[src/mips_pkg.sv]
//**********************************************************
// shared widths, types and encodings of the MIPS pipeline
// each module imports this package in its body
//**********************************************************
package mips_pkg;

    localparam int XLEN       = 32;  // data and instruction width
    localparam int REG_ADDR_W = 5;
    localparam int NUM_REGS   = 32;

    typedef logic [XLEN-1:0]       word_t;
    typedef logic [REG_ADDR_W-1:0] reg_addr_t;

    // primary opcode field, instr[31:26]
    typedef enum logic [5:0] {
        op_rtype = 6'd0,
        op_beq   = 6'd4,
        op_bne   = 6'd5,
        op_addi  = 6'd8,
        op_lw    = 6'd35,
        op_sw    = 6'd43
    } opcode_e;

    // funct field of R-type, instr[5:0]
    typedef enum logic [5:0] {
        fn_add = 6'd32,
        fn_sub = 6'd34,
        fn_and = 6'd36,
        fn_or  = 6'd37,
        fn_slt = 6'd42
    } funct_e;

    // operation selected in the execute stage
    typedef enum logic [2:0] {
        alu_add,
        alu_sub,
        alu_and,
        alu_or,
        alu_slt  // signed compare
    } alu_op_e;

    // sll r0,r0,0 which decodes as a bubble
    localparam word_t NOP_INSTR = '0;

endpackage
[src/hazard_unit.sv]
//**********************************************************
// stall and forward select for the decode stage
// compares decode sources against execute and memory dests
//**********************************************************
module hazard_unit (
    input  mips_pkg::reg_addr_t d_rs,
    input  mips_pkg::reg_addr_t d_rt,
    input  logic                d_uses_rs,
    input  logic                d_uses_rt,
    input  mips_pkg::reg_addr_t ex_dest,
    input  logic                ex_reg_write,
    input  logic                ex_mem_read,
    input  mips_pkg::reg_addr_t mem_dest,
    input  logic                mem_reg_write,
    input  logic                mem_mem_read,
    output logic                stall,
    output logic                fwd_a,
    output logic                fwd_b
);
    import mips_pkg::*;

    logic ex_pending;   // execute result not ready for decode
    logic mem_load;     // load data only ready in writeback
    logic mem_alu;      // ALU result available for forwarding
    logic ex_hit;
    logic mem_hit;

    // a source matches a live nonzero destination
    function automatic logic reads_dest(input reg_addr_t src,
                                        input logic      uses,
                                        input reg_addr_t dst);
        return uses && (dst != '0) && (src == dst);
    endfunction

    assign ex_pending = ex_reg_write || ex_mem_read;
    assign mem_load   = mem_reg_write && mem_mem_read;
    assign mem_alu    = mem_reg_write && !mem_mem_read;

    assign ex_hit  = ex_pending &&
                     (reads_dest(d_rs, d_uses_rs, ex_dest) ||
                      reads_dest(d_rt, d_uses_rt, ex_dest));
    assign mem_hit = mem_load &&
                     (reads_dest(d_rs, d_uses_rs, mem_dest) ||
                      reads_dest(d_rt, d_uses_rt, mem_dest));

    // ALU producer costs 1 cycle, a load costs 2
    assign stall = ex_hit || mem_hit;

    assign fwd_a = mem_alu && reads_dest(d_rs, 1'b1, mem_dest);
    assign fwd_b = mem_alu && reads_dest(d_rt, 1'b1, mem_dest);

endmodule

[config.mk]
export PLATFORM = sky130hd
export DESIGN_NAME = hazard_unit
export DESIGN_NICKNAME = d
export VERILOG_FILES = /design/src/mips_pkg.sv /design/src/hazard_unit.sv
export SDC_FILE = /design/constraint.sdc
export NUM_CORES = 1
export LEC_CHECK = 0
export ABC_CLOCK_PERIOD_IN_PS = 2000
export BUFFER_PORTS_ARGS = -buffer_cell sky130_fd_sc_hd__buf_2
export CORE_AREA = 2 2 39 41
export DETAILED_ROUTE_END_ITERATION = 6
export DIE_AREA = 0 0 41 43
export GPL_TIMING_DRIVEN = 0
export PLACE_DENSITY_LB_ADDON = 0.25
export SLEW_MARGIN = 10
export SYNTH_ARGS = -nofsm -noshare
export SYNTH_HDL_FRONTEND = slang
export SYNTH_SLANG_ARGS = --single-unit
[constraint.sdc]
create_clock -name vclk -period 2
set_input_delay 0.2 -clock vclk [all_inputs]
set_output_delay 0.2 -clock vclk [all_outputs]
set_load 0.005 [all_outputs]
# Word-level counts from Yosys, hierarchy flattened
# Index checks and enable logic that the tools add are counted.
[word_totals]
reg_bits = 0
inputBits = 26
wordCells = 27
out_inout_bits = 3
[classes]
n_reduce_logical = 23
eq_ne = 4
[op_table]
columns = ["op", "n"]
rows = [
  ["$eq 5x5->1", 4],
  ["$logic_and 1x1->1", 16],
  ["$reduce_bool 5->1", 2],
  ["$logic_or 1x1->1", 4],
  ["$logic_not 1->1", 1],
]

# Depth between registers and ports, before layout
[depth]
ltp_word = 6
mapped_depth = 5

# Worst setup path after synthesis
# No wires, ideal clock.
[synth_timing]
path_kind = "input -> output"
start = "input port ex_dest[1]"
end = "output port stall"
setup_slack_ns = 0.821
arrival_time_ns = 0.979
n_path_buf = 0
stages = 3
cell_sequence = "or4_1 o221ai_1 o31ai_2"
[synth_between]
elab_chain_cells = 6
[synth_rtl]
columns = ["element", "line_no", "source"]
rows = [
  ["start: declaration", "hazard_unit.sv:10", "input mips_pkg::reg_addr_t ex_dest,"],
  ["$reduce_bool 5->1", "hazard_unit.sv:32", "return uses && (dst != '0) && (src == dst);"],
  ["$logic_and 1x1->1 (2 in series)", "hazard_unit.sv:32", ""],
  ["$logic_or 1x1->1 *", "hazard_unit.sv:40", "(reads_dest(d_rs, d_uses_rs, ex_dest) ||"],
  ["$logic_and 1x1->1 *", "hazard_unit.sv:39", "assign ex_hit = ex_pending &&"],
  ["$logic_or 1x1->1 *", "hazard_unit.sv:47", "assign stall = ex_hit || mem_hit;"],
  ["end: declaration", "hazard_unit.sv:16", "output logic stall,"],
]
# Mark *: on every way between the ends. The rest lies on a longest branch, timed or not.

# Worst setup path in the final report
# Ends and elaborated chain as after synthesis.

==> metrics.md <==
| Metric | Value |
|---|---|
| Share of post-route cells with drive strength above 1 | 47.8% |
| Initial antenna violation count | 0 |
| Final setup TNS | 0 ns |
| Final period util | between 70% and 80% |
| CTS Hold Buffers Added | 0 |
| Status | finished clean |
| Worst vdd ir | 66.0 uV |
| Crit path time final | 1.50 ns |
| CP endpoint | stall |
| Largest net degree at the start of global routing | 4 |
| Clock network fraction of total power | 0% |
| Synthesis-to-layout area growth | 55.2% |
| DRT iter0 DRCs | 3 |
| Sequential share of power | 0% |
| Total congestion overflow | 0 |
| Final Instance Area | 464 sq um |
| Die Span X | 41 microns |
| # port buffers | 29 |
| Row count | 14 |
| Drt pass-1 iters | 2 |
| Critical path arrival | 1.30 ns |
| DRC viols | 0 |
| Io pins | 29 |
| Lkg Pwr | 0.204 nW |
| # nets final | 95 |
| Switching share of power | 46.1% |
| GP Congestion | 0.710 |
| Synth cell types | 15 |
| Cell Area, Synth | 299 sq um |
| Cell count after synthesis | 38 |
| Worst min path class | input port to output port |
| Initial core utilization | 21.6% |
| Post-DRT Antenna Nets | 0 |
| Total Wirelength | between 800 and 900 microns |
| Mean post-synth cell area | 7.87 sq um |
| F_max | 666 MHz |
| Via count | ~370 |
| Final setup viols | 0 |
| Total GRT Usage | around a tenth |
| Synthesized Nets | 64 |
| Final hold viol count | 0 |
| RSZ-0062 raised after global routing | false |
| First-pass GRT wire length | between 1000 and 1500 microns |
| Sequential area share after synthesis | 0% |
| Vias in the first global route | 312 |
| Crit start category | input port |
| Core Area | roughly 1400 sq um |
| Vias per inst | 4.42 |
| Internal Power | 0.0000486 W |
| CP endpoint kind | output port |
| N_diodes | 0 |
| Worst Tran Pin Value | ~0.24 ns |
| DR WL/cell | 10.8 microns |
| Logic pwr share | 100.0% |
| Final core utilization | between 30% and 40% |
| Net switching power | approximately 0.000042 W |
| PostCTS Resize Cnt | 0 |
| Max cap viols | 0 |
| CP max FO | 3 |
| Full die area | 1760 sq um |
| Critical path class | input port to output port |
| Register area | 0 sq um |
| Max-slew headroom | 84.1% |
| PD cells | 194 nW/um^2 |
| Clock buffer cells | 0 |
| Area after DPL | 464 sq um |
| Die height | approximately 43 microns |
| Post-CTS Setup Bufs | 0 |
| Final max-slew violation count | 0 |
| WP data required | roughly 1.8 ns |
| Crit path launch | ex_dest[1] |
| FF+latch count | 0 |
| Synth Warn # | 0 |
cells in the final DEF, fill, tap and decap left out:
master     netlist  final
buf_2            0     29
xnor2_1         14     14
xor2_1           6      6
inv_1            2      2
nor3_1           2      2
nand3_1          2      2
or4_1            2      2
nand4_1          2      2
nor3_2           1      1
a2bb2oi_1        1      1
o21ai_2          1      1
nand2_1          1      1
o32ai_1          1      1
o221ai_1         1      1
o31ai_2          1      1
nor3b_1          1      1
per-stage QoR:
| stage | power (W) | setup WS [ns] | instances | hold slack (ns) |
|---|---|---|---|---|
| detailed placement | 0.0000911 | 0.475 | 83 | 0.658 |
| CTS | 0.0000917 | 0.475 | 83 | 0.659 |
| global placement | 0.0000904 | 0.493 | 83 | 0.654 |
| finish | 0.0000903 | 0.498 | 83 | 0.661 |
| global route | 0.0000994 | 0.382 | 83 | 0.666 |
| floorplan | 0.0000448 | 0.821 | 38 | 0.433 |
layer usage:
layer / global-route usage (%) / part of all wire [%]
met1: 14.6 / 42
met2: 15.9 / 45
met3: 0 / 13
met4: 0 / 0
met5: 0 / 0
how the worst min path moves through the flow:
| stage | start | endpoint | depth (start not counted) |
|---|---|---|---|
| 6_report | mem_mem_read | fwd_b | 3 |
| 5_1_grt | mem_mem_read | fwd_b | 3 |
| 4_1_cts | mem_mem_read | fwd_b | 3 |
| 3_5_place_dp | mem_mem_read | fwd_b | 3 |
| 3_3_place_gp | mem_mem_read | fwd_a | 3 |
| 2_1_floorplan | mem_mem_read | fwd_a | 1 |
area by class of cell:
| class | instances | area (sq um) |
|---|---|---|
| well taps | 16 | 20.0 |
| multi-input cells | 36 | 292 |
| repair buffers | 29 | 145 |
| fillers | 156 | 920 |
| inverters | 2 | 7.51 |
kinds of logic after synthesis:
logic type,Yosys count,synth area share (%)
buffers and inverters,2,2.51
AO/OA/AOI/OAI,5,15.9
XOR/XNOR,20,58.6
AND/OR/NAND/NOR,11,23.0
power groups by stage:
stage | clock [W] | sequential [W] | combinational, W
3_3_place_gp | 0 | 0 | 0.0000904
3_5_place_dp | 0 | 0 | 0.0000911
5_1_grt | 0 | 0 | 0.0000994
2_1_floorplan | 0 | 0 | 0.0000448
4_1_cts | 0 | 0 | 0.0000917
6_report | 0 | 0 | 0.0000903
cell usage after synthesis:
master,instances,share of area (%)
xor2_1,6,18
o32ai_1,1,2.9
nor3_2,1,3.3
o21ai_2,1,2.9
o221ai_1,1,2.9
nor3_1,2,3.3
a2bb2oi_1,1,2.9
nand2_1,1,1.3
nand4_1,2,4.2
inv_1,2,2.5
nor3b_1,1,2.5
o31ai_2,1,4.2
nand3_1,2,3.3
or4_1,2,5.0
xnor2_1,14,41
worst max-delay path, stage by stage:
cell	delay, ns
buf_2	0.12
or4_1	0.52
o221ai_1	0.22
o31ai_2	0.10
buf_2	0.13
No activity file was read; power rests on OpenSTA's default activity.
