--- config.mk ---
export PLATFORM = sky130hd
export DESIGN_NAME = execute_stage
export DESIGN_NICKNAME = d
export VERILOG_FILES = /design/src/mips_pkg.sv /design/src/execute_stage.sv
export SDC_FILE = /design/constraint.sdc
export NUM_CORES = 1
export LEC_CHECK = 0
export BUFFER_PORTS_ARGS = -buffer_cell sky130_fd_sc_hd__buf_2
export CORE_UTILIZATION = 55
export CTS_BUF_LIST = sky130_fd_sc_hd__clkbuf_16
export DETAILED_ROUTE_END_ITERATION = 10
export GPL_TIMING_DRIVEN = 0
export PLACE_DENSITY_LB_ADDON = 0.25
export SETUP_SLACK_MARGIN = 0.4
export SLEW_MARGIN = 20
export SYNTH_ARGS = -nofsm -noshare
export SYNTH_HDL_FRONTEND = slang
export SYNTH_SLANG_ARGS = --single-unit
--- constraint.sdc ---
create_clock -name SYS_clk -period 5.82 [get_ports SYS_clk]
set_clock_uncertainty 0.05 [all_clocks]
set_input_delay 1.164 -clock SYS_clk [delete_from_list [all_inputs] [get_ports SYS_clk]]
set_output_delay 1.164 -clock SYS_clk [all_outputs]
set_load 0.05 [all_outputs]
--- src/mips_pkg.sv ---
//**********************************************************
// shared widths, types and encodings of the MIPS pipeline
// each module imports this package in its body
//**********************************************************
package mips_pkg;

    localparam int XLEN       = 32;  // data and instruction width
    localparam int REG_ADDR_W = 5;
    localparam int NUM_REGS   = 32;

    typedef logic [XLEN-1:0]       word_t;
    typedef logic [REG_ADDR_W-1:0] reg_addr_t;

    // primary opcode field, instr[31:26]
    typedef enum logic [5:0] {
        op_rtype = 6'd0,
        op_beq   = 6'd4,
        op_bne   = 6'd5,
        op_addi  = 6'd8,
        op_lw    = 6'd35,
        op_sw    = 6'd43
    } opcode_e;

    // funct field of R-type, instr[5:0]
    typedef enum logic [5:0] {
        fn_add = 6'd32,
        fn_sub = 6'd34,
        fn_and = 6'd36,
        fn_or  = 6'd37,
        fn_slt = 6'd42
    } funct_e;

    // operation selected in the execute stage
    typedef enum logic [2:0] {
        alu_add,
        alu_sub,
        alu_and,
        alu_or,
        alu_slt  // signed compare
    } alu_op_e;

    // sll r0,r0,0 which decodes as a bubble
    localparam word_t NOP_INSTR = '0;

endpackage
--- src/execute_stage.sv ---
//**********************************************************
// execute register and ALU
// a stall from decode loads a bubble into this stage
//**********************************************************
module execute_stage (
    input  logic                SYS_clk,
    input  logic                SYS_reset,
    input  logic                stall,
    input  mips_pkg::word_t     a_val,
    input  mips_pkg::word_t     b_val,
    input  mips_pkg::word_t     imm,
    input  mips_pkg::reg_addr_t dest,
    input  logic                reg_write,
    input  logic                mem_read,
    input  logic                mem_write,
    input  logic                mem_to_reg,
    input  logic                alu_src_imm,
    input  mips_pkg::alu_op_e   alu_op,
    output mips_pkg::reg_addr_t ex_dest,
    output logic                ex_reg_write,
    output logic                ex_mem_read,
    output logic                ex_mem_write,
    output logic                ex_mem_to_reg,
    output mips_pkg::word_t     alu_result,
    output mips_pkg::word_t     store_data
);
    import mips_pkg::*;

    word_t   ex_a;
    word_t   ex_imm;
    logic    ex_alu_src_imm;
    alu_op_e ex_alu_op;
    word_t   op_b;

    always_ff @(posedge SYS_clk)
    begin
        if (SYS_reset || stall)  // bubble on stall
        begin
            ex_dest       <= '0;
            ex_reg_write  <= 1'b0;
            ex_mem_read   <= 1'b0;
            ex_mem_write  <= 1'b0;
            ex_mem_to_reg <= 1'b0;
        end
        else
        begin
            ex_dest       <= dest;
            ex_reg_write  <= reg_write;
            ex_mem_read   <= mem_read;
            ex_mem_write  <= mem_write;
            ex_mem_to_reg <= mem_to_reg;
        end
    end

    always_ff @(posedge SYS_clk)
    begin
        ex_a           <= a_val;
        store_data     <= b_val;  // rt value for sw
        ex_imm         <= imm;
        ex_alu_src_imm <= alu_src_imm;
        ex_alu_op      <= alu_op;
    end

    assign op_b = ex_alu_src_imm ? ex_imm : store_data;

    always_comb
    begin
        case (ex_alu_op)
            alu_add: alu_result = ex_a + op_b;
            alu_sub: alu_result = ex_a - op_b;
            alu_and: alu_result = ex_a & op_b;
            alu_or:  alu_result = ex_a | op_b;
            alu_slt: alu_result = word_t'($signed(ex_a) < $signed(op_b));
            default: alu_result = '0;
        endcase
    end

endmodule

# After elaboration in Yosys (flattened, before gate mapping)
# Cells that the tools add are included.
[op_classes] n_addsub=2 n_lt_le_gt_ge=1 eq_ne=4 n_mux=2 bitwise=2 reduce_logical=2
[op_table] op="$pmux 32 s5" n=1
[op_table] op="$add 32x32->32" n=1
[op_table] op="$and 32x32->32" n=1
[op_table] op="$lt 32x32->1" n=1
[op_table] op="$mux 32" n=1
[op_table] op="$or 32x32->32" n=1
[op_table] op="$sub 32x32->32" n=1
[op_table] op="$eq 3x2->1 const B" n=2
[op_table] op="$eq 3x1->1 const B" n=1
[op_table] op="$eq 3x3->1 const B" n=1
[op_table] op="$logic_not 3->1" n=1
[op_table] op="$logic_or 1x1->1" n=1
[word_totals] ff_bits=109 in_bits=112 out_inout_bits=73 wordCells=23

# Depth between registers and ports, before layout
# Gate-level depths: netlist (run 1).
[logic_depth] depth_word=3 depth_mapped=15 ltp_nobuf=13

# Worst setup path before layout (run 1)
# No wires, ideal clock.
[synth_timing] kind="flip-flop to output port" from="reg ex_alu_src_imm" to="out alu_result[20]" t_arrival_ps=4761 slack_ps=-155 stages_incl_launch_ff=14 cell_sequence="dfxtp_1 clkbuf_1 buf_1 mux2i_1 ha_1 buf_4 o21a_1 o21ai_0 a31oi_1 a2111o_1 a21o_1 a21oi_1 a2111oi_0 a2111oi_1"
[synth_between] elab_chain_len=3 word_cells_on_any_way=6
[synth_lines] element="start: declaration" line_no="execute_stage.sv:31" rtl="logic ex_alu_src_imm;"
[synth_lines] element="start signal: assignment" line_no="execute_stage.sv:60" rtl="ex_alu_src_imm <= alu_src_imm;"
[synth_lines] element="$mux 32 *" line_no="execute_stage.sv:64" rtl="assign op_b = ex_alu_src_imm ? ex_imm : store_data;"
[synth_lines] element="$sub 32x32->32, or another cell as far along" line_no="execute_stage.sv:70" rtl="alu_sub: alu_result = ex_a - op_b;"
[synth_lines] element="$pmux 32 s5 *" line_no="execute_stage.sv:68" rtl="case (ex_alu_op)"
[synth_lines] element="end: declaration" line_no="execute_stage.sv:24" rtl="output mips_pkg::word_t alu_result,"
# Mark *: on every way between the ends. The rest lies on a longest branch, timed or not.

# Final worst setup path (run 1)
[layout_timing] from="reg ex_alu_src_imm" to="out alu_result[30]"
# Same word-level chain as after synthesis.

==> results of run 1 <==
[how the worst max path moves through the flow]
stage / start / end
floorplan: ex_alu_src_imm / alu_result[22]
global placement: ex_alu_src_imm / alu_result[30]
detailed placement: ex_alu_src_imm / alu_result[30]
CTS: ex_alu_src_imm / alu_result[22]
global route: ex_alu_src_imm / alu_result[30]
finish: ex_alu_src_imm / alu_result[30]
[stage by stage]
stage	total power (W)	TNS [ps]	util, %	hold slack (ps)	worst slack, ps
floorplan	0.00145	0	-	1140	443
global placement	0.00168	-476	66.0	1220	-176
detailed placement	0.00169	-847	66.1	1220	-229
CTS	0.00233	0	69.3	835	400
global route	0.00248	0	71.0	830	335
finish	0.00238	0	71.0	842	448
[Yosys cell counts, drive strengths merged (15+ instances only)]
cell    instances  share of area [%]
xnor2          16                1.8
a211oi         21                2.0
clkbuf         29                1.4
a21oi          73                4.8
nor2           79                3.8
o21ai          53                3.4
nand3          15               0.97
a21o           20                1.9
nand2          53                2.6
dfxtp         109                 28
ha            106                 17
mux2i          36                4.7
buf            16                1.0
nor3           17                1.1
inv            93                4.5
[repair_timing]
| action | in CTS | in global routing |
|---|---|---|
| resized for setup | 33 | 44 |
| buffers inserted | 5 | 7 |
| pin swaps | 3 | 9 |
| endpoints found under the setup margin | 27 | 16 |
[metal layers]
layer | up-vias | track usage [%] | wire [µm]
met2 | 491 | 54.7 | 11600
li1 | 3703 | - | -
met5 | - | 0 | 0
met3 | 81 | 8.07 | 2540
met1 | 3652 | 43.1 | 10600
met4 | 0 | 15.6 | 916
[power by group through the flow]
stage          clock [W]  combinational (W)  sequential (W)
2_1_floorplan          0           0.000578        0.000870
3_3_place_gp           0           0.000855        0.000821
3_5_place_dp           0           0.000862        0.000823
4_1_cts         0.000635           0.000888        0.000806
5_1_grt         0.000670           0.000998        0.000813
6_report        0.000629           0.000940        0.000808
[critical path: stages (launching register included)]
cell	delay, ps
dfxtp_1	320
buf_4	170
buf_8	210
mux2i_2	290
ha_1	320
buf_2	210
o21a_1	120
o21ai_1	230
a31oi_4	70
a2111o_1	540
buf_4	200
buf_4	130
buf_4	120
a41o_1	240
o21a_1	190
o32ai_2	210
buf_4	240
[kinds of logic after synthesis]
family / count (synthesis) / share of synthesized area, %
buffers and inverters: 139 / 6.97
DFF: 109 / 28.2
adders and majority gates: 108 / 17.7
and+or+nand+nor: 245 / 15.7
AOI/OAI and AO/OA: 276 / 24.4
xor gates and xnor gates: 18 / 2.04
muxes: 38 / 5.09
[final cells by class]
cell class / count / share of cell area, %
multi-input combinational: 685 / 54.7
clock buffer: 9 / 2.35
clock inverter: 7 / 0.913
buffer: 45 / 2.39
inverter: 94 / 3.68
timing repair buffer: 197 / 10.9
sequential: 109 / 22.8
tap: 176 / 2.30
==> out/metrics.yaml, run 1 <==
outcome:
  outcome: "complete, no violations"
timing:
  setup_viol: 0
  period_share_pct: 92.3
  period_minus_slack_ps: 5370
  fmax_mhz: 186
  worstMarginPinSlew_ps: 880
  slew_viol_final: 0
  slew_headroom_pct: 40.8
  hold_viol_final: 0
  rsz0062_at_grt: "no"
grt:
  antenna_found_initial: 0
  grt_pass1_wl_mm: 38.0
  grt_pass1_vias: 7401
  grt_max_degree: 23
  track_usage_pct: 34.1
  overflow: 0
power_and_ir_drop:
  seqPwrFrac_pct: 34.0
  vdd_drop_max_mv: 0.193
  power_frac_clock_pct: 26.4
  p_int_w: 0.00142
  p_leak_nw: 4.66
  combPwrFrac_pct: 39.6
  switchingPower_w: 0.000959
  sw_frac_of_total_pct: 40.3
  p_per_area_nw_per_um2: 248
clock_tree:
  clockBufferDepth: 2
  cts.clk_slew.worst_paths_ps: 80
  ctsHoldBuffers: 0
  cts_root_buf: "clkbuf_16"
  cts_inserted_buffers: 9
  cts.sinks: 109
  htreeDepth: 3
  tritoncts: "built"
placed_design:
  hpwl_mm: 19.3
  routabilityCongestion: 0.970
  numPortBuffers: 184
  postPlaceCellArea_um2: 8930
  dpl.cell_count: 1294
floorplan:
  initial_utilization_pct: 57.3
  row_count: 42
  die_area_um2: 14500
  core_area_um2: 13500
  num_io_pins: 185
  fp.dieH_um: 121
  die_w_um: 121
worst_hold_path:
  hold_path_depth: 1
  hold_path.startpoint: "b_val[19]"
  min_to: "store_data[19]"
  hp-class: "input port to flip-flop"
yosys:
  async_reset_ff_share_pct: 0
  synth_flop_cell: "dfxtp_1"
  yosys_warnings: 0
  syn_inst: 933
  ys_seq_area_share_pct: 28.2
  synth_nets: 1153
  synth-seq-cells: 109
  synth_cell_types: 82
  syn_area_um2: 7740
  avgSynthCellArea_um2: 8.29
  synth-edff-count: 0
finish:
  nNetsFinal: 1361
  seq_area_um2: 2180
  area_delta_synth_final_pct: 23.9
  reg.largest.list: "ex_a (32), ex_imm (32), store_data (32)"
  antenna_cells: 0
  layout_commonest_cell: "buf_2"
  final_cell_area_um2: 9590
  layout-drive-gt1-share_pct: 24.5
  multi_input_area_um2: 5250
  fillers: 1096
  mostFrequentLayoutCells: "183 x buf_2, 109 x dfxtp_1, 104 x ha_1"
  final-instance-count-excl-fill: 1322
drt:
  postRouteAntennaNets: 0
  wire_per_inst_um: 19.4
  vias: 7927
  drt_iter0_markers: 878
  drc: 0
  viasPerCell: 6.00
  wl_mm: 25.7
  first_pass_iters: 6
job:
  cap_violations: 0
critical_path:
  criticalPathCategory: "flip-flop to output port"
  crit_path_end_kind: "output port"
  path_max_fanout: 10
  crit_path_start_kind: "flip-flop"
  required_ps: 4610
  arrival_ps: 4160
Note: power is estimated with default switching activity, not from simulation.
==> run 2, diff against run 1 <==
CORE_UTILIZATION = 50   (was 55)
==> run 2 against run 1 <==
  * Global-route usage down 3.3 points
  * Critical endpoint is now alu_result[26]
  * Maximum frequency grew 1.9%
  * Flip-flop and latch count stayed put
  * Non-clock buffer count fell by 9
  * Total power barely moved
  * Design area decreased by 0.38%
==> out/metrics.yaml, run 2 (synthesis results as in run 1) <==
clock_tree:
  ctsHoldBuffers: 0  # unchanged
  cts_root_buf: "clkbuf_16"  # unchanged
  cts_inserted_buffers: 9  # unchanged
  cts.sinks: 109  # unchanged
  htreeDepth: 3  # unchanged
  clockBufferDepth: 2  # unchanged
  tritoncts: "built"  # unchanged
  cts.clk_slew.worst_paths_ps: 80  # about the same
timing:
  setup_viol: 0  # unchanged
  period_minus_slack_ps: 5270  # was 5370 ps
  slew_headroom_pct: 34.3  # was 40.8%
  slew_viol_final: 0  # unchanged
  hold_viol_final: 0  # unchanged
  fmax_mhz: 190  # was 186 MHz
  period_share_pct: 90.6  # was 92.3%
  worstMarginPinSlew_ps: 982  # was 880 ps
  setup_tns_ps: 0  # unchanged
  rsz0062_at_grt: "no"  # unchanged
  fin_hold_ws_ps: 842  # about the same
placed_design:
  routabilityCongestion: 0.970  # unchanged
  numPortBuffers: 184  # unchanged
  postPlaceCellArea_um2: 8930  # about the same
  hpwl_mm: 18.7  # was 19.3 mm
critical_path:
  path_max_fanout: 10  # unchanged
  crit_path_start_kind: "flip-flop"  # unchanged
  criticalPathCategory: "flip-flop to output port"  # unchanged
  arrival_ps: 4060  # was 4160 ps
  crit_path_end_kind: "output port"  # unchanged
  required_ps: 4610  # about the same
finish:
  mostFrequentLayoutCells: "183 x buf_2, 109 x dfxtp_1, 104 x ha_1"  # unchanged
  nNetsFinal: 1352  # was 1361
  reg.largest.list: "ex_a (32), ex_imm (32), store_data (32)"  # unchanged
  layout_commonest_cell: "buf_2"  # unchanged
  area_delta_synth_final_pct: 23.4  # was 23.9%
  final_cell_area_um2: 9550  # was 9590 µm²
  layout-drive-gt1-share_pct: 24.2  # was 24.5%
  fin_util_pct: 63.1  # was 71.0%
  antenna_cells: 0  # unchanged
power_and_ir_drop:
  vdd_drop_max_mv: 0.196  # was 0.193 mV
  p_per_area_nw_per_um2: 249  # was 248 nW/µm²
  total_power_w: 0.00238  # about the same
  p_leak_nw: 4.63  # was 4.66 nW
floorplan:
  num_io_pins: 185  # unchanged
  die_area_um2: 16000  # was 14500 µm²
  row_count: 45  # was 42
  fp.dieH_um: 126  # was 121 µm
  core_area_um2: 15100  # was 13500 µm²
  die_w_um: 126  # was 121 µm
  initial_utilization_pct: 51.1  # was 57.3%
drt:
  viasPerCell: 5.81  # was 6.00
  first_pass_iters: 5  # was 6
  wl_mm: 24.7  # was 25.7 mm
  drt_iter0_markers: 736  # was 878
  drc: 0  # unchanged
  wl_met1_mm: 10.7  # was 10.6 mm
  wire_per_inst_um: 18.6  # was 19.4 µm
  vias: 7697  # was 7927
  wl_met3_mm: 1.95  # was 2.54 mm
  wl_met2_mm: 11.1  # was 11.6 mm
  postRouteAntennaNets: 0  # unchanged
  top_layer: "met4"  # unchanged
outcome:
  outcome: "complete, no violations"  # unchanged
grt:
  grt_pass1_wl_mm: 37.8  # was 38.0 mm
  antenna_found_initial: 0  # unchanged
  grt_pass1_vias: 7177  # was 7401
  track_usage_pct: 30.8  # was 34.1%
  overflow: 0  # unchanged
  grt_max_degree: 21  # was 23
worst_hold_path:
  hp-class: "input port to flip-flop"  # unchanged
job:
  cap_violations: 0  # unchanged
[run 2: cell types whose count changed in the layout (fill, tap and decap cells not counted), moves of 2 or more]
cell      before  now
nor4_2         0    2
nor4_1         9    7
clkinv_8       3    1
buf_4         18    9
[run 2: path summary, 6_finish.rpt]
kind / from / end / cells after the start
worst max-delay path: ex_alu_src_imm / alu_result[26] / 16
worst min-delay path: b_val[8] / store_data[8] / 1
[run 2: power breakdown]
part / total, W / switching [W] / internal, W
clock network: 0.000647 / 0.000303 / 0.000344
registers: 0.000807 / 0.0000218 / 0.000785
logic: 0.000924 / 0.000605 / 0.000319
total: 0.00238 / 0.000930 / 0.00145
[run 2: critical path: stages, from the launching register on]
cell and delay (ps):
dfxtp_1 310, buf_4 170, buf_8 200, mux2i_1 320
ha_1 180, buf_6 130, nor2b_2 50, or2_4 240
a211o_1 340, o31ai_4 340, o211ai_1 170, buf_4 180
buf_4 150, o21a_1 190, and3_1 180, o31a_1 310
buf_4 200
[run 2: timing repair]
| item | CTS | global route |
|---|---|---|
| gates resized for setup | 34 | 49 |
| setup endpoints to repair | 26 | 14 |
| hold endpoints to repair | 0 | 0 |
| setup buffers | 1 | 3 |
| pin swaps | 3 | 8 |
[run 2: layout make-up]
cell class,instances,area [µm²]
Tap cell,188,235
Multi-Input combinational cell,685,5250
Sequential cell,109,2180
Inverter,94,353
Fill cell,1396,5590
Clock buffer,9,225
Buffer,45,238
Timing Repair Buffer,188,977
Clock inverter,7,91.3
[run 2: metal layers]
layer,track usage (%),vias to the layer above
met4,13.9,0
met1,39.2,3572
met3,5.86,64
met2,50.5,371
li1,-,3690
met5,0,-
[run 2: stage by stage]
stage / worst slack [ps] / cells
finish: 548 / 1325
global route: 408 / 1325
CTS: 363 / 1322
detailed placement: -150 / 1305
global placement: -221 / 1305
floorplan: 443 / 933
==> run 3, diff against run 2 <==
clock period = 5.1 ns   (was 5.82 ns; I/O delays follow)
==> run 3 against run 2 <==
  * Global-route usage rose by 0.32 points
  * Routed wire length rose by 5.9%
  * Via count rose by 3.2%
  * Design area rose by 10%
  * Flip-flop and latch count did not move
  * Die area did not move
  * Largest power group unchanged
==> out/metrics.yaml, run 3 (synthesis results as in run 1) <==
drt:
  wire_per_inst_um: 19.3  # was 18.6 µm
  vias: 7947  # was 7697
  drt_iter0_markers: 906  # was 736
  postRouteAntennaNets: 0  # unchanged
  wl_mm: 26.1  # was 24.7 mm
  drc: 0  # unchanged
  viasPerCell: 5.86  # was 5.81
  first_pass_iters: 5  # unchanged
timing:
  period_minus_slack_ps: 5000
  slew_viol_final: 0  # unchanged
  setup_viol: 0  # unchanged
  setup_tns_ps: 0  # unchanged
  fmax_mhz: 200
  rsz0062_at_grt: "yes"  # was no
  worstMarginPinSlew_ps: 933  # was 982 ps
  fin_hold_ws_ps: 694  # was 842 ps
  fin_ws_ps: 102  # was 548 ps
  slew_headroom_pct: 37.6  # was 34.3%
  hold_viol_final: 0  # unchanged
  period_share_pct: 98.0
floorplan:
  die_area_um2: 16000  # unchanged
  num_io_pins: 185  # unchanged
  core_area_um2: 15100  # unchanged
  initial_utilization_pct: 51.1  # unchanged
  row_count: 45  # unchanged
  fp.dieH_um: 126  # unchanged
  die_w_um: 126  # unchanged
power_and_ir_drop:
  vdd_drop_max_mv: 0.200  # was 0.196 mV
  p_leak_nw: 4.88  # was 4.63 nW
  p_per_area_nw_per_um2: 271  # was 249 nW/µm²
placed_design:
  place_ws_ps: -366  # was -150 ps
  postPlaceCellArea_um2: 9000  # was 8930 µm²
  routabilityCongestion: 0.993  # was 0.970
  hpwl_mm: 18.5  # was 18.7 mm
  dpl.cell_count: 1305  # unchanged
  numPortBuffers: 184  # unchanged
finish:
  reg.largest.list: "ex_a (32), ex_imm (32), store_data (32)"  # unchanged
  area_delta_synth_final_pct: 35.9  # was 23.4%
  layout-drive-gt1-share_pct: 32.3  # was 24.2%
  antenna_cells: 0  # unchanged
  final-instance-count-excl-fill: 1355  # was 1325
  mostFrequentLayoutCells: "164 x buf_2, 108 x dfxtp_1, 94 x ha_1"  # was 183 x buf_2, 109 x dfxtp_1, 104 x ha_1
  layout_commonest_cell: "buf_2"  # unchanged
  nNetsFinal: 1382  # was 1352
  final_cell_area_um2: 10500  # was 9550 µm²
grt:
  grt_pass1_wl_mm: 38.2  # was 37.8 mm
  grt_pass1_vias: 7247  # was 7177
  overflow: 0  # unchanged
  track_usage_pct: 31.1  # was 30.8%
  antenna_found_initial: 0  # unchanged
  grt_max_degree: 23  # was 21
critical_path:
  crit_path_start_kind: "flip-flop"  # unchanged
  crit_path_end_kind: "output port"  # unchanged
  cp_slowest_cell: "a2111o_1"  # was a211o_1
  criticalPathCategory: "flip-flop to output port"  # unchanged
  crit_path_max_incr_delay_ps: 370  # was 340 ps
  cp_cell_sequence: "buf_12 -> buf_12 -> mux2i_4 -> inv_2 -> ha_4 -> inv_2 -> fa_2 -> or2b_1 -> a21o_1 -> a31oi_4 -> a2111o_1 -> a31o_2 -> a41oi_2 -> o31a_1 -> o31a_1 -> buf_6"  # was buf_4 -> buf_8 -> mux2i_1 -> ha_1 -> buf_6 -> nor2b_2 -> or2_4 -> a211o_1 -> o31ai_4 -> o211ai_1 -> buf_4 -> buf_4 -> o21a_1 -> and3_1 -> o31a_1 -> buf_4
  path_max_fanout: 7  # was 10
  required_ps: 4030  # was 4610 ps
  arrival_ps: 3930  # was 4060 ps
job:
  cap_violations: 0  # unchanged
worst_hold_path:
  hp-class: "input port to flip-flop"  # unchanged
  hold_path_depth: 1  # unchanged
clock_tree:
  cts.clk_slew.worst_paths_ps: 80  # about the same
  htreeDepth: 3  # unchanged
  cts_root_buf: "clkbuf_16"  # unchanged
  cts_inserted_buffers: 9  # unchanged
  clockBufferDepth: 2  # unchanged
  tritoncts: "built"  # unchanged
  cts.sinks: 109  # unchanged
outcome:
  outcome: "complete, no violations"  # unchanged
==> run 3: cell count changes in the layout (fill, tap and decap cells not counted), sizes merged <==
cell	previous run	this run
bufinv	1	0
buf	205	233
clkinv	3	4
clkbuf	37	39
==> run 3: worst paths after layout <==
check,startpoint,endpoint
hold / removal,imm[22],ex_imm[22]
setup / recovery,ex_alu_src_imm,alu_result[28]
==> run 3: through the flow <==
step / util (%) / total power [W]
after floorplan: - / 0.00167
after global placement: 59.4 / 0.00192
after detailed placement: 59.4 / 0.00193
after CTS: 65.7 / 0.00274
after global routing: 69.4 / 0.00298
final: 69.4 / 0.00285
==> run 3: per-layer routing <==
layer / routed length (µm) / part of all wire (%) / track usage [%] / up-vias
met3: 2090 / 8.0 / 6.28 / 72
li1: - / - / - / 3762
met4: 894 / 3.4 / 13.7 / 0
met5: 0 / 0 / 0 / -
met1: 11100 / 42 / 39.5 / 3728
met2: 12100 / 46 / 51.1 / 385
==> run 3: repair_timing <==
action | 4_1_cts | 5_1_grt
resized for setup | 122 | 105
endpoints found under the setup margin | 28 | 25
cloned | 0 | 2
hold endpoints to repair | 0 | 0
hold buffers | 0 | 0
pin swaps | 31 | 35
buffers inserted | 15 | 17
==> run 3: report_power, final <==
group / switching [W] / total (W) / internal [W]
registers: 0.0000309 / 0.000927 / 0.000896
logic: 0.000750 / 0.00121 / 0.000460
clock network: 0.000363 / 0.000715 / 0.000353
total: 0.00114 / 0.00285 / 0.00171
==> run 3: area by class of cell <==
| cell class | count | area, µm² |
|---|---|---|
| Buffer | 45 | 305 |
| Multi-Input combinational cell | 685 | 5810 |
| Tap cell | 188 | 235 |
| Clock inverter | 7 | 87.6 |
| Inverter | 94 | 353 |
| Timing Repair Buffer | 218 | 1320 |
| Clock buffer | 9 | 225 |
| Sequential cell | 109 | 2180 |
| Fill cell | 1219 | 4630 |
==> run 3: critical path: cells and delay by family (launching register included) <==
kind	cells	cell delay (ps)
fa+ha+maj	2	480
simple gates	1	240
mux	1	190
flops	1	340
buf+inv	5	580
compound gates	7	1720
